<file path="config.mk">
export PLATFORM = sky130hd
export DESIGN_NAME = rtc_core
export DESIGN_NICKNAME = d
export VERILOG_FILES = /design/src/rtc_pkg.sv /design/src/rtc_tick_gen.sv /design/src/rtc_time_counter.sv /design/src/rtc_date_counter.sv /design/src/rtc_core.sv
export VERILOG_INCLUDE_DIRS = /design/src /design/src/src
export SDC_FILE = /design/constraint.sdc
export NUM_CORES = 1
export LEC_CHECK = 0
export BUFFER_PORTS_ARGS = -buffer_cell sky130_fd_sc_hd__buf_2
export CAP_MARGIN = 30
export CELL_PAD_IN_SITES_DETAIL_PLACEMENT = 1
export CELL_PAD_IN_SITES_GLOBAL_PLACEMENT = 1
export CORE_MARGIN = 2
export CORE_UTILIZATION = 35
export CTS_CLUSTER_DIAMETER = 50
export CTS_CLUSTER_SIZE = 40
export DETAILED_ROUTE_END_ITERATION = 16
export GPL_TIMING_DRIVEN = 0
export PLACE_DENSITY_LB_ADDON = 0.1
export SLEW_MARGIN = 20
export SYNTH_ARGS = -nofsm -noshare
export SYNTH_HDL_FRONTEND = slang
export SYNTH_SLANG_ARGS = --single-unit
</file>
<file path="constraint.sdc">
create_clock -name rtc_clk -period 4.8 [get_ports rtc_clk]
set_input_delay 0.48 -clock rtc_clk [delete_from_list [all_inputs] [get_ports rtc_clk]]
set_output_delay 0.48 -clock rtc_clk [all_outputs]
set_load 0.05 [all_outputs]
</file>
<file path="src/rtc_settings.svh">
// RTC core build settings
// Second divider width and the BCD values that counters take at reset
// Shared by the tick generator, both counters and the top level

`ifndef RTC_SETTINGS_SVH
`define RTC_SETTINGS_SVH

//----------------------------------------------------------------------
// Second divider
//----------------------------------------------------------------------

// 2^15 cycles of the 32768 Hz clock make one second
// Default for rtc_core and rtc_tick_gen div_bits, shrink it for simulation
`define RTC_DIV_BITS 15

//----------------------------------------------------------------------
// Reset values
//----------------------------------------------------------------------

// Day of week starts at 1 and runs to 7
`define RTC_DOW_FIRST 1

// Day and month both start at 01
// Seconds, minutes, hours, year and century start at zero
`define RTC_DATE_FIRST 1

`endif

</file>
<file path="src/rtc_pkg.sv">
// RTC shared types
// BCD digit, DS3231 style register byte and the two views of the hour byte

package rtc_pkg;

	//------------------------------------------------------------------
	// Basic fields
	//------------------------------------------------------------------

	typedef logic [3:0] bcd_t;      // One BCD digit, 0 to 9

	// Register byte as in the DS3231 map
	// Seconds, minutes, day of week, day, month, year, century
	typedef logic [7:0] rtc_byte_t;

	//------------------------------------------------------------------
	// Hour register
	//------------------------------------------------------------------

	// 24-hour view, 00 to 23
	typedef struct packed {
		logic       zero;       // Always 0
		logic       mode;       // 0 here
		logic [1:0] ten_hour;   // Tens of hours, 0 to 2
		bcd_t       hour;       // Units of hours
	} hour_24_t;

	// 12-hour view, 12 AM then 1 to 11, PM flag in bit 5
	typedef struct packed {
		logic zero;             // Always 0
		logic mode;             // 1 here
		logic pm;               // Set for PM
		logic ten_hour;         // Tens of hours, 0 or 1
		bcd_t hour;             // Units of hours
	} hour_12_t;

	// Bit 5 is either a tens bit or the PM flag
	// The mode input picks the view
	typedef union packed {
		hour_24_t h24;
		hour_12_t h12;
	} hour_reg_t;

endpackage

</file>
<file path="src/rtc_tick_gen.sv">
// RTC second tick generator
// Free running divider on the RTC clock
// Registers the all-ones state of the divider as a one-cycle second tick
// Update or divider clear restart the count, halt freezes it

`timescale 1ns/1ps

`include "rtc_settings.svh"

module rtc_tick_gen #(
	parameter int div_bits = `RTC_DIV_BITS   // 15 for a 32768 Hz clock
) (
	input  logic rtc_clk,
	input  logic rst_n,
	input  logic cfg_update,      // Time/date load strobe
	input  logic cfg_div_clear,   // Divider restart strobe
	input  logic cfg_halt,        // Stop counting
	output logic sec_tick         // One cycle per second
);

	logic [div_bits-1:0] div_cnt;   // Cycle count within the second

	//------------------------------------------------------------------
	// Divider and tick register
	//------------------------------------------------------------------

	always_ff @(posedge rtc_clk or negedge rst_n) begin
		if (!rst_n) begin
			div_cnt  <= '0;
			sec_tick <= 1'b0;
		end else if (cfg_update || cfg_div_clear) begin
			// New time loaded or software restart
			div_cnt  <= '0;
			sec_tick <= 1'b0;
		end else if (!cfg_halt) begin
			div_cnt  <= div_cnt + 1'b1;
			sec_tick <= &div_cnt;     // Last cycle of the second
		end else begin
			// Halted, divider holds and a pending tick is dropped
			sec_tick <= 1'b0;
		end
	end

	//------------------------------------------------------------------
	// Checks
	//------------------------------------------------------------------

	// Counters downstream advance once per pulse
	a_tick_single: assert property (@(posedge rtc_clk) disable iff (!rst_n)
		sec_tick |=> !sec_tick);

endmodule

</file>
<file path="src/rtc_time_counter.sv">
// RTC time of day counter
// BCD seconds, minutes and hours with 24-hour or 12-hour AM/PM roll-over
// Day of week runs 1 to 7 and steps at midnight
// day_tick flags the midnight roll-over to the date counter in the same cycle

`timescale 1ns/1ps

`include "rtc_settings.svh"

module rtc_time_counter
	import rtc_pkg::*;
(
	input  logic        rtc_clk,
	input  logic        rst_n,
	input  logic        cfg_update,   // Load strobe
	input  logic        cfg_hmode,    // 1 for 12-hour mode
	input  logic [31:0] cfg_time,     // Sec, min, hour, dow bytes
	input  logic        sec_tick,
	output rtc_byte_t   time_sec,
	output rtc_byte_t   time_min,
	output hour_reg_t   time_hour,
	output rtc_byte_t   time_dow,
	output logic        day_tick      // Midnight, combinational
);

	bcd_t       sec_u;        // Seconds
	logic [2:0] sec_t;        // Ten seconds
	bcd_t       min_u;        // Minutes
	logic [2:0] min_t;        // Ten minutes
	bcd_t       hour_u;       // Hours
	logic [1:0] hour_t;       // Ten hours
	logic       pm;           // PM flag, 12-hour mode only
	logic [2:0] dow;          // Day of week
	hour_reg_t  cfg_hour;     // Hour byte of the load word
	logic       sec_wrap;     // Carry chain
	logic       tsec_wrap;
	logic       min_wrap;
	logic       hour_inc;     // End of an hour
	logic       hour_last;    // Last hour before digits restart
	logic       pm_flip;      // 11 to 12 in 12-hour mode
	logic       zero_hour;    // Reset state, reads as 12 AM

	assign cfg_hour = cfg_time[23:16];

	//------------------------------------------------------------------
	// Carry chain
	//------------------------------------------------------------------

	assign sec_wrap  = sec_tick && sec_u == 4'd9;
	assign tsec_wrap = sec_wrap && sec_t == 3'd5;
	assign min_wrap  = tsec_wrap && min_u == 4'd9;
	assign hour_inc  = min_wrap && min_t == 3'd5;

	assign hour_last = cfg_hmode ? (hour_t == 2'd1 && hour_u == 4'd2)   // 12 to 01
	                             : (hour_t == 2'd2 && hour_u == 4'd3);  // 23 to 00
	assign pm_flip   = cfg_hmode && hour_t == 2'd1 && hour_u == 4'd1;
	assign day_tick  = hour_inc && (cfg_hmode ? (pm_flip && pm) : hour_last);

	// Seconds and minutes
	always_ff @(posedge rtc_clk or negedge rst_n) begin
		if (!rst_n) begin
			sec_u <= '0;
			sec_t <= '0;
			min_u <= '0;
			min_t <= '0;
		end else if (cfg_update) begin
			sec_u <= cfg_time[3:0];
			sec_t <= cfg_time[6:4];
			min_u <= cfg_time[11:8];
			min_t <= cfg_time[14:12];
		end else if (sec_tick) begin
			sec_u <= sec_wrap ? 4'd0 : sec_u + 4'd1;
			if (sec_wrap)
				sec_t <= tsec_wrap ? 3'd0 : sec_t + 3'd1;
			if (tsec_wrap)
				min_u <= min_wrap ? 4'd0 : min_u + 4'd1;
			if (min_wrap)
				min_t <= hour_inc ? 3'd0 : min_t + 3'd1;
		end
	end

	// Hours and PM flag
	always_ff @(posedge rtc_clk or negedge rst_n) begin
		if (!rst_n) begin
			hour_u <= '0;
			hour_t <= '0;
			pm     <= 1'b0;
		end else if (cfg_update) begin
			hour_u <= cfg_hour.h24.hour;          // Same place in both views
			if (cfg_hmode) begin
				hour_t <= {1'b0, cfg_hour.h12.ten_hour};
				pm     <= cfg_hour.h12.pm;
			end else begin
				hour_t <= cfg_hour.h24.ten_hour;
				pm     <= 1'b0;
			end
		end else if (hour_inc) begin
			if (hour_last) begin
				hour_t <= 2'd0;
				hour_u <= cfg_hmode ? 4'd1 : 4'd0;   // 12-hour restarts at 01
			end else if (hour_u == 4'd9) begin
				hour_t <= hour_t + 2'd1;
				hour_u <= 4'd0;
			end else begin
				hour_u <= hour_u + 4'd1;
			end
			if (pm_flip)
				pm <= ~pm;                         // Noon and midnight
		end
	end

	// Day of week, 7 wraps to 1
	always_ff @(posedge rtc_clk or negedge rst_n) begin
		if (!rst_n)
			dow <= 3'(`RTC_DOW_FIRST);
		else if (cfg_update)
			dow <= cfg_time[26:24];
		else if (day_tick)
			dow <= (dow == 3'd7) ? 3'd1 : dow + 3'd1;
	end

	//------------------------------------------------------------------
	// Register view
	//------------------------------------------------------------------

	assign zero_hour = hour_t == 2'd0 && hour_u == 4'd0;

	assign time_sec = {1'b0, sec_t, sec_u};
	assign time_min = {1'b0, min_t, min_u};
	assign time_dow = {5'b0, dow};

	always_comb begin
		time_hour = '0;
		if (cfg_hmode) begin
			time_hour.h12.mode     = 1'b1;
			time_hour.h12.pm       = pm;
			time_hour.h12.ten_hour = zero_hour | hour_t[0];
			time_hour.h12.hour     = zero_hour ? 4'd2 : hour_u;
		end else begin
			time_hour.h24.ten_hour = hour_t;
			time_hour.h24.hour     = hour_u;
		end
	end

	//------------------------------------------------------------------
	// Checks
	//------------------------------------------------------------------

	a_bcd_digits: assert property (@(posedge rtc_clk) disable iff (!rst_n)
		sec_u <= 4'd9 && sec_t <= 3'd5 && min_u <= 4'd9 && min_t <= 3'd5 &&
		hour_u <= 4'd9);

	// Counting only from a legal hour of the active mode
	a_hour_range: assert property (@(posedge rtc_clk) disable iff (!rst_n)
		sec_tick |-> (cfg_hmode ? (hour_t == 2'd0 || (hour_t == 2'd1 && hour_u <= 4'd2))
		                        : (hour_t <= 2'd1 || (hour_t == 2'd2 && hour_u <= 4'd3))));

endmodule

</file>
<file path="src/rtc_date_counter.sv">
// RTC calendar counter
// BCD day, month, year and century advanced by the midnight day_tick
// Month length from the month and a Gregorian leap flag
// Year 99 carries into the century, century 99 wraps to 00

`timescale 1ns/1ps

`include "rtc_settings.svh"

module rtc_date_counter
	import rtc_pkg::*;
(
	input  logic        rtc_clk,
	input  logic        rst_n,
	input  logic        cfg_update,   // Load strobe
	input  logic [31:0] cfg_date,     // Day, month, year, century bytes
	input  logic        day_tick,     // Midnight from the time counter
	output rtc_byte_t   date_day,
	output rtc_byte_t   date_month,
	output rtc_byte_t   date_year,
	output rtc_byte_t   date_century
);

	bcd_t       day_u;        // Day of month
	logic [1:0] day_t;        // Ten days
	bcd_t       mon_u;        // Month
	logic       mon_t;        // Ten months
	bcd_t       year_u;       // Year
	bcd_t       year_t;       // Ten years
	bcd_t       cent_u;       // Century
	bcd_t       cent_t;       // Ten centuries
	rtc_byte_t  day_bcd;
	rtc_byte_t  month_bcd;
	rtc_byte_t  month_len;    // Last day of current month, BCD
	logic       leap_year;
	logic       month_inc;    // Last day of month at midnight
	logic       year_inc;     // 31 December at midnight
	logic       cent_inc;     // Year 99 rolls over

	// Two digit BCD number divisible by 4
	// Even tens need units 0/4/8, odd tens need 2/6
	function automatic logic bcd_div4(input bcd_t tens, input bcd_t units);
		logic odd_tens;
		odd_tens = tens[0];
		if (odd_tens)
			return units == 4'd2 || units == 4'd6;
		return units == 4'd0 || units == 4'd4 || units == 4'd8;
	endfunction

	assign day_bcd   = {2'b00, day_t, day_u};
	assign month_bcd = {3'b000, mon_t, mon_u};

	//------------------------------------------------------------------
	// Leap year and month length
	//------------------------------------------------------------------

	// Years xx00 need the century divisible by 4 (1900 no, 2000 yes)
	assign leap_year = (year_t == 4'd0 && year_u == 4'd0) ? bcd_div4(cent_t, cent_u)
	                                                      : bcd_div4(year_t, year_u);

	always_comb begin
		case (month_bcd)
			8'h02:                      month_len = leap_year ? 8'h29 : 8'h28;
			8'h04, 8'h06, 8'h09, 8'h11: month_len = 8'h30;
			default:                    month_len = 8'h31;
		endcase
	end

	assign month_inc = day_tick && day_bcd == month_len;
	assign year_inc  = month_inc && month_bcd == 8'h12;
	assign cent_inc  = year_inc && year_t == 4'd9 && year_u == 4'd9;

	//------------------------------------------------------------------
	// Counters
	//------------------------------------------------------------------

	// Day, restarts at 01
	always_ff @(posedge rtc_clk or negedge rst_n) begin
		if (!rst_n) begin
			day_u <= 4'(`RTC_DATE_FIRST);
			day_t <= '0;
		end else if (cfg_update) begin
			day_u <= cfg_date[3:0];
			day_t <= cfg_date[5:4];
		end else if (month_inc) begin
			day_u <= 4'd1;
			day_t <= 2'd0;
		end else if (day_tick) begin
			if (day_u == 4'd9) begin
				day_u <= 4'd0;
				day_t <= day_t + 2'd1;
			end else begin
				day_u <= day_u + 4'd1;
			end
		end
	end

	// Month, 12 to 01
	always_ff @(posedge rtc_clk or negedge rst_n) begin
		if (!rst_n) begin
			mon_u <= 4'(`RTC_DATE_FIRST);
			mon_t <= 1'b0;
		end else if (cfg_update) begin
			mon_u <= cfg_date[11:8];
			mon_t <= cfg_date[12];
		end else if (year_inc) begin
			mon_u <= 4'd1;
			mon_t <= 1'b0;
		end else if (month_inc) begin
			if (mon_u == 4'd9) begin       // September to October
				mon_u <= 4'd0;
				mon_t <= 1'b1;
			end else begin
				mon_u <= mon_u + 4'd1;
			end
		end
	end

	// Year 00 to 99
	always_ff @(posedge rtc_clk or negedge rst_n) begin
		if (!rst_n) begin
			year_u <= '0;
			year_t <= '0;
		end else if (cfg_update) begin
			year_u <= cfg_date[19:16];
			year_t <= cfg_date[23:20];
		end else if (year_inc) begin
			if (year_u == 4'd9) begin
				year_u <= 4'd0;
				year_t <= (year_t == 4'd9) ? 4'd0 : year_t + 4'd1;
			end else begin
				year_u <= year_u + 4'd1;
			end
		end
	end

	// Century 00 to 99, then wraps
	always_ff @(posedge rtc_clk or negedge rst_n) begin
		if (!rst_n) begin
			cent_u <= '0;
			cent_t <= '0;
		end else if (cfg_update) begin
			cent_u <= cfg_date[27:24];
			cent_t <= cfg_date[31:28];
		end else if (cent_inc) begin
			if (cent_u == 4'd9) begin
				cent_u <= 4'd0;
				cent_t <= (cent_t == 4'd9) ? 4'd0 : cent_t + 4'd1;
			end else begin
				cent_u <= cent_u + 4'd1;
			end
		end
	end

	assign date_day     = day_bcd;
	assign date_month   = month_bcd;
	assign date_year    = {year_t, year_u};
	assign date_century = {cent_t, cent_u};

	//------------------------------------------------------------------
	// Checks
	//------------------------------------------------------------------

	// Day 01 up to the length of the current month and year
	a_day_in_month: assert property (@(posedge rtc_clk) disable iff (!rst_n)
		day_bcd != 8'h00 && day_bcd <= month_len);

endmodule

</file>
<file path="src/rtc_core.sv">
// RTC core top level
// Second tick generator feeding the time of day counter
// Midnight carry from the time counter feeds the calendar counter
// Whole carry from seconds to century settles in one clock edge

`timescale 1ns/1ps

`include "rtc_settings.svh"

module rtc_core
	import rtc_pkg::*;
#(
	parameter int div_bits = `RTC_DIV_BITS   // Second divider width
) (
	input  logic        rtc_clk,
	input  logic        rst_n,
	input  logic        cfg_update,      // Load time and date
	input  logic        cfg_halt,        // Stop counting
	input  logic        cfg_div_clear,   // Restart the second
	input  logic        cfg_hmode,       // 1 for 12-hour mode
	input  logic [31:0] cfg_time,
	input  logic [31:0] cfg_date,
	output rtc_byte_t   time_sec,
	output rtc_byte_t   time_min,
	output hour_reg_t   time_hour,
	output rtc_byte_t   time_dow,
	output rtc_byte_t   date_day,
	output rtc_byte_t   date_month,
	output rtc_byte_t   date_year,
	output rtc_byte_t   date_century
);

	logic sec_tick;   // One cycle per second
	logic day_tick;   // Midnight roll-over

	rtc_tick_gen #(
		.div_bits      (div_bits)
	) u_tick (
		.rtc_clk       (rtc_clk),
		.rst_n         (rst_n),
		.cfg_update    (cfg_update),
		.cfg_div_clear (cfg_div_clear),
		.cfg_halt      (cfg_halt),
		.sec_tick      (sec_tick)
	);

	rtc_time_counter u_time (
		.rtc_clk    (rtc_clk),
		.rst_n      (rst_n),
		.cfg_update (cfg_update),
		.cfg_hmode  (cfg_hmode),
		.cfg_time   (cfg_time),
		.sec_tick   (sec_tick),
		.time_sec   (time_sec),
		.time_min   (time_min),
		.time_hour  (time_hour),
		.time_dow   (time_dow),
		.day_tick   (day_tick)
	);

	rtc_date_counter u_date (
		.rtc_clk      (rtc_clk),
		.rst_n        (rst_n),
		.cfg_update   (cfg_update),
		.cfg_date     (cfg_date),
		.day_tick     (day_tick),
		.date_day     (date_day),
		.date_month   (date_month),
		.date_year    (date_year),
		.date_century (date_century)
	);

endmodule

</file>
== After elaboration in Yosys (flattened, before gate mapping) ==
Cells that the tools add are included.
Storage, ports and cells
  register bits: 67
  bits of input ports: 70
  output and inout port bits: 64
  logic and storage cells: 203
Cells by class
  $add $sub $neg: 15
  equal/unequal tests: 33
  mux-type cells: 80
  bitwise operators: 2
  reductions and logical operators: 55
Operators with widths (count)
  4-bit 2-to-1 mux: 34
  4-bit equality test (second input constant): 11
  4-bit by 1-bit adder with 4-bit output (second input constant): 9
  3-bit 2-to-1 mux: 11
  15-bit 2-to-1 mux: 2
  1-bit 2-to-1 mux: 22
  2-bit nonzero test: 11
  2-bit 2-to-1 mux: 9
  2-bit AND reduction: 9
  4-bit by 2-bit equality test with 1-bit output (second input constant): 4
  4-bit by 3-bit equality test with 1-bit output (second input constant): 4
  1-bit logical AND: 16
  4-bit zero test: 4
  8-bit case mux with 2 select lines: 1
  15-bit by 1-bit adder with 15-bit output (second input constant): 1
  15-bit AND reduction: 1
  3-bit nonzero test: 5
  5-bit by 3-bit equality test with 1-bit output (second input constant): 2
  5-bit equality test (second input constant): 2
  3-bit by 1-bit adder with 3-bit output (second input constant): 3
  3-bit equality test (second input constant): 3
  6-bit by 8-bit equality test with 1-bit output: 1
  1-bit logical OR: 7
  6-bit 2-to-1 mux: 1
  other kinds (11): 12

== Depth between registers and ports, before layout ==
  word-level depth: 14
  mapped depth: 10
  mapped depth without buffers: 8

== Hierarchy ==
A second synthesis with hierarchy kept.
Second synthesis, totals
  cells, all modules: 553
  area total of the unflattened synthesis: 4753.3 um2
Modules (own cells, without submodules)
  rtc_date_counter: times used 1, cells an instance 263, area an instance 2105.8 um2, sequential area each 678.2 um2
  rtc_time_counter: times used 1, cells an instance 209, area an instance 1806.7 um2, sequential area each 601.8 um2
  rtc_tick_gen: times used 1, cells an instance 81, area an instance 840.8 um2, sequential area each 400.4 um2

== Worst setup path before layout ==
Ideal clock, no wire load.
  kind: register to register
  from: reg u_time.sec_u[0]
  to: reg u_date.year_t[3]
  setup time: 0.124 ns
  data arrival time: 2.937 ns
  data required time: 4.676 ns
  path slack: 1.739 ns
  cell stages (with the launch flop): 9
  path buffers: 1
  clock period less this slack: 3.061 ns
  cells stage by stage: dfrtp_1 -> ha_1 -> nand4b_4 -> nor4_4 -> o221ai_2 -> or4_4 -> buf_6 -> o211a_1 -> a211o_1
On the way
  longest elaborated chain between the ends: 10
Ends and longest elaborated chain
  from (decl): line rtc_time_counter.sv:26  | bcd_t sec_u;
  from (signal assigned): line rtc_time_counter.sv:67  | sec_u <= cfg_time[3:0];
  from (signal assigned): line rtc_time_counter.sv:72  | sec_u <= sec_wrap ? 4'd0 : sec_u + 4'd1;
  4-bit equality test: line rtc_time_counter.sv:49  | assign sec_wrap = sec_tick && sec_u == 4'd9;
  1-bit logical AND: line rtc_time_counter.sv:49
  1-bit logical AND: line rtc_time_counter.sv:50  | assign tsec_wrap = sec_wrap && sec_t == 3'd5;
  1-bit logical AND: line rtc_time_counter.sv:51  | assign min_wrap = tsec_wrap && min_u == 4'd9;
  1-bit logical AND: line rtc_time_counter.sv:52  | assign hour_inc = min_wrap && min_t == 3'd5;
  1-bit logical AND: line rtc_time_counter.sv:57  | assign day_tick = hour_inc && (cfg_hmode ? (pm_flip && pm) : hour_last);
  1-bit logical AND: line rtc_date_counter.sv:69  | assign month_inc = day_tick && day_bcd == month_len;
  1-bit logical AND: line rtc_date_counter.sv:70  | assign year_inc = month_inc && month_bcd == 8'h12;
  2-bit nonzero test (no source line)
  2-bit AND reduction (no source line)
  to (signal assigned): line rtc_date_counter.sv:126  | year_t <= cfg_date[23:20];
  to (signal assigned): line rtc_date_counter.sv:130  | year_t <= (year_t == 4'd9) ? 4'd0 : year_t + 4'd1;
  to (decl): line rtc_date_counter.sv:29  | bcd_t year_t;
No other way between the ends.
A chain may end at the register's enable or synchronous reset.

== Worst setup path in the final report ==
  from: reg u_time.sec_u[1]
  to: reg u_date.cent_t[3]
On the way
  longest elaborated chain between the ends: 12
Ends and longest elaborated chain
  4-bit equality test: line rtc_time_counter.sv:49
  1-bit logical AND: line rtc_time_counter.sv:49
  1-bit logical AND: line rtc_time_counter.sv:50
  1-bit logical AND: line rtc_time_counter.sv:51
  1-bit logical AND: line rtc_time_counter.sv:52
  1-bit logical AND: line rtc_time_counter.sv:57
  1-bit logical AND: line rtc_date_counter.sv:69
  1-bit logical AND: line rtc_date_counter.sv:70
  1-bit logical AND (2 in a row): line rtc_date_counter.sv:71  | assign cent_inc = year_inc && year_t == 4'd9 && year_u == 4'd9;
  2-bit nonzero test (no source line)
  2-bit AND reduction (no source line)
  to (signal assigned): line rtc_date_counter.sv:144  | cent_t <= cfg_date[31:28];
  to (signal assigned): line rtc_date_counter.sv:148  | cent_t <= (cent_t == 4'd9) ? 4'd0 : cent_t + 4'd1;
  to (decl): line rtc_date_counter.sv:31  | bcd_t cent_t;
No other way between the ends.

==> flow_summary.yaml <==
outcome:
  outcome: "finished clean"
detailed_routing:
  route.detailed.drc: 0
  routed_via_density: 5.35
  first_pass_iters: 5
  num_vias: 4587
  first_iter_violations: 243
  wl_mm: 14.9
  wl_per_cell_um: 17.3
  ant_nets: 0
placement:
  dpl_cell_area_um2: 5430
  gp_congestion: 0.831
  portBuffers: 105
  post-place-ws_ns: 1.54
  dp_cells: 840
  hpwl_mm: 11.0
clock_network:
  clock_sinks: 67
  h-tree-depth: 3
  cts_buffer_depth: 2
  tritoncts: "built"
  cts_hold_buf: 0
  clk_pin_slew_worst_paths_ns: 0.06
  cts_setup_buffers: 0
  clock-root-buffer: "clkbuf_16"
  cts_made_buffers: 9
  clk_latency_ns: 0.35
  ctsResizeCount: 0
logic_synthesis:
  synth.distinct_cells: 70
  synth_most_common_cell: "nand2_1"
  yosysSeqAreaShare_pct: 36.4
  synth_edf_count: 0
  synth_common_cells: "69 x nand2_1, 64 x dfrtp_1, 42 x o21ai_0, 38 x nor2_1, 27 x a21oi_1"
  ys_top_cells_by_area: "dfrtp_1 35%, nand2_1 5.6%, o21ai_0 4.6%"
  async_flop_share_pct: 100
  synth_top_flop_cell: "dfrtp_1"
  syn_area_um2: 4610
  yosys_warnings: 0
  avgSynthCellArea_um2: 8.38
  synth_cells: 550
  ys_seq_elements: 67
  synth_top_cell_by_area: "dfrtp_1"
  yosys.area.top_type_share_pct: 34.7
grt:
  overflow: 0
  grt_pass1_wl_mm: 24.1
  antenna_found_initial: 2
  grt_max_degree: 49
  grt_pass1_vias: 4687
  grt_usage_pct: 21.8
setup_path:
  cpMaxStageDelayCell: "nor4_4"
  worstRegToRegCells: 10
  worstSetupPathType: "reg2reg"
  worstPathArrival_ns: 3.46
  start_kind: "register"
  regToRegSetupSlack_ns: 1.55
  cp_max_fo: 10
  cp_cell_sequence: "inv_1, ha_1, nand4b_4, nor4_4, o221ai_2, or4_4, buf_6, buf_2, o211ai_1, o311ai_1"
  critical_path_required_ns: 5.01
  cp-end-kind: "register"
  cp_slowest_stage_delay_ns: 0.70
timing:
  hold_viol_final: 0
  worstMarginPinSlew_ns: 0.745
  maxSlewViolCount: 0
  clock.fmax_mhz: 308
  relSlewSlack_pct: 50.3
  finClkSkew_ns: 0.00794
  period_needed_ns: 3.25
  setup_viol: 0
  setup_tns_ns: 0
  period_share_pct: 67.7
  setup_slack_ns: 1.55
  whs_ns: 0.0144
  rsz0062_at_grt: "false"
die:
  die-area_um2: 14100
  die_width_um: 119
  rows: 41
  initial_utilization_pct: 36.2
  pin_count: 134
  coreArea_um2: 12700
  die_h_um: 119
power:
  p_leak_uw: 0.00260
  ir_worst_vdd_mv: 0.163
  p_per_area_nw_per_um2: 323
cells_and_area:
  area_growth_pct: 24.4
  drive_above_1_share_pct: 23.0
  largest_register_ffs: 15
  regMostFlops: "u_tick.div_cnt"
  final_cells: 858
  postLayoutCellArea_um2: 5740
  final_net_count: 765
flow_run:
  max_cap_violations: 0
min_path:
  hp-class: "in2async"
[cells in the final DEF, fill, tap and decap left out, types with 5 or more instances in the layout]
master,Yosys,final
buf_2,4,108
nand2_1,69,69
dfrtp_1,64,64
o21ai_0,42,42
nor2_1,38,38
a21oi_1,27,27
clkbuf_1,26,26
nand3_1,25,25
inv_1,23,23
nor3_1,18,18
ha_1,16,16
buf_4,15,16
xor2_1,14,14
conb_1,1,13
a31oi_1,10,10
nor2b_1,9,9
clkbuf_16,0,9
o31ai_1,8,8
nor4_1,8,8
nand4_1,8,8
and3_1,7,7
a211o_1,7,7
mux2i_1,6,6
xnor2_1,6,6
nor3b_1,6,6
nand2b_1,5,5
nand3b_1,5,5
o21a_1,5,5
o211ai_1,5,5
a22oi_1,5,5
or3_1,5,5
[layer usage]
layer	vias to the layer above	wire [um]	GRT usage, %
li1	2225	-	-
met5	-	0	0
met1	2235	6760	28.0
met3	17	759	5.45
met2	110	7080	35.2
met4	0	253	8.11
[worst max-delay path, delay by kind of cell, from the launching register on]
kind | cells | cell delay (ns)
and+or+nand+nor | 3 | 1.45
AOI/OAI and AO/OA | 3 | 0.55
adders and majority gates | 1 | 0.22
DFF | 1 | 0.43
buffers and inverters | 3 | 0.46
[final cells by class]
class                           count  area, um2
Clock inverter                      6       65.1
Tap cell                          172        215
Timing Repair Buffer              106        556
Clock buffer                       10        239
Fill cell                        1592       6990
Antenna cell                        2       5.00
Buffer                             48        249
Sequential cell                    67       1680
Multi-Input combinational cell    423       2640
Inverter                           24       90.1
[cell families (layout without fill, tap and decap cells)]
kind of cell,after synthesis,after routing,synth area share (%)
XOR/XNOR,20,20,3.80
other,1,15,0.0813
buffers and inverters,72,194,7.35
AND/OR/NAND/NOR,226,226,26.1
AO/OA/AOI/OAI,142,142,20.6
multiplexers,6,6,1.30
flip-flops,67,67,36.4
adder cells (fa/ha/maj),16,16,4.34
[final timing paths]
| check | start | endpoint |
|---|---|---|
| max | u_time.sec_u[1] | u_date.cent_t[3] |
| min | rst_n | u_time.hour_u[2] |
| max reg2reg | u_time.sec_u[1] | u_date.cent_t[3] |
| min reg2reg | u_tick.div_cnt[9] | u_tick.div_cnt[9] |
| max in group asynchronous | rst_n | u_date.day_u[0] |
| min in group rtc_clk | cfg_time[14] | u_time.min_t[2] |
[where the power goes]
group	switching [uW]	internal, uW
sequential	58.2	608
combinational	349	146
clock	278	415
total	686	1170
[metrics by stage]
stage          util, %  power (uW)
2_1_floorplan        -        1020
4_1_cts           45.0        1880
3_3_place_gp      42.4        1160
3_5_place_dp      42.7        1170
5_1_grt           45.1        1950
6_report          45.1        1860
No activity file was read; power rests on OpenSTA's default activity.
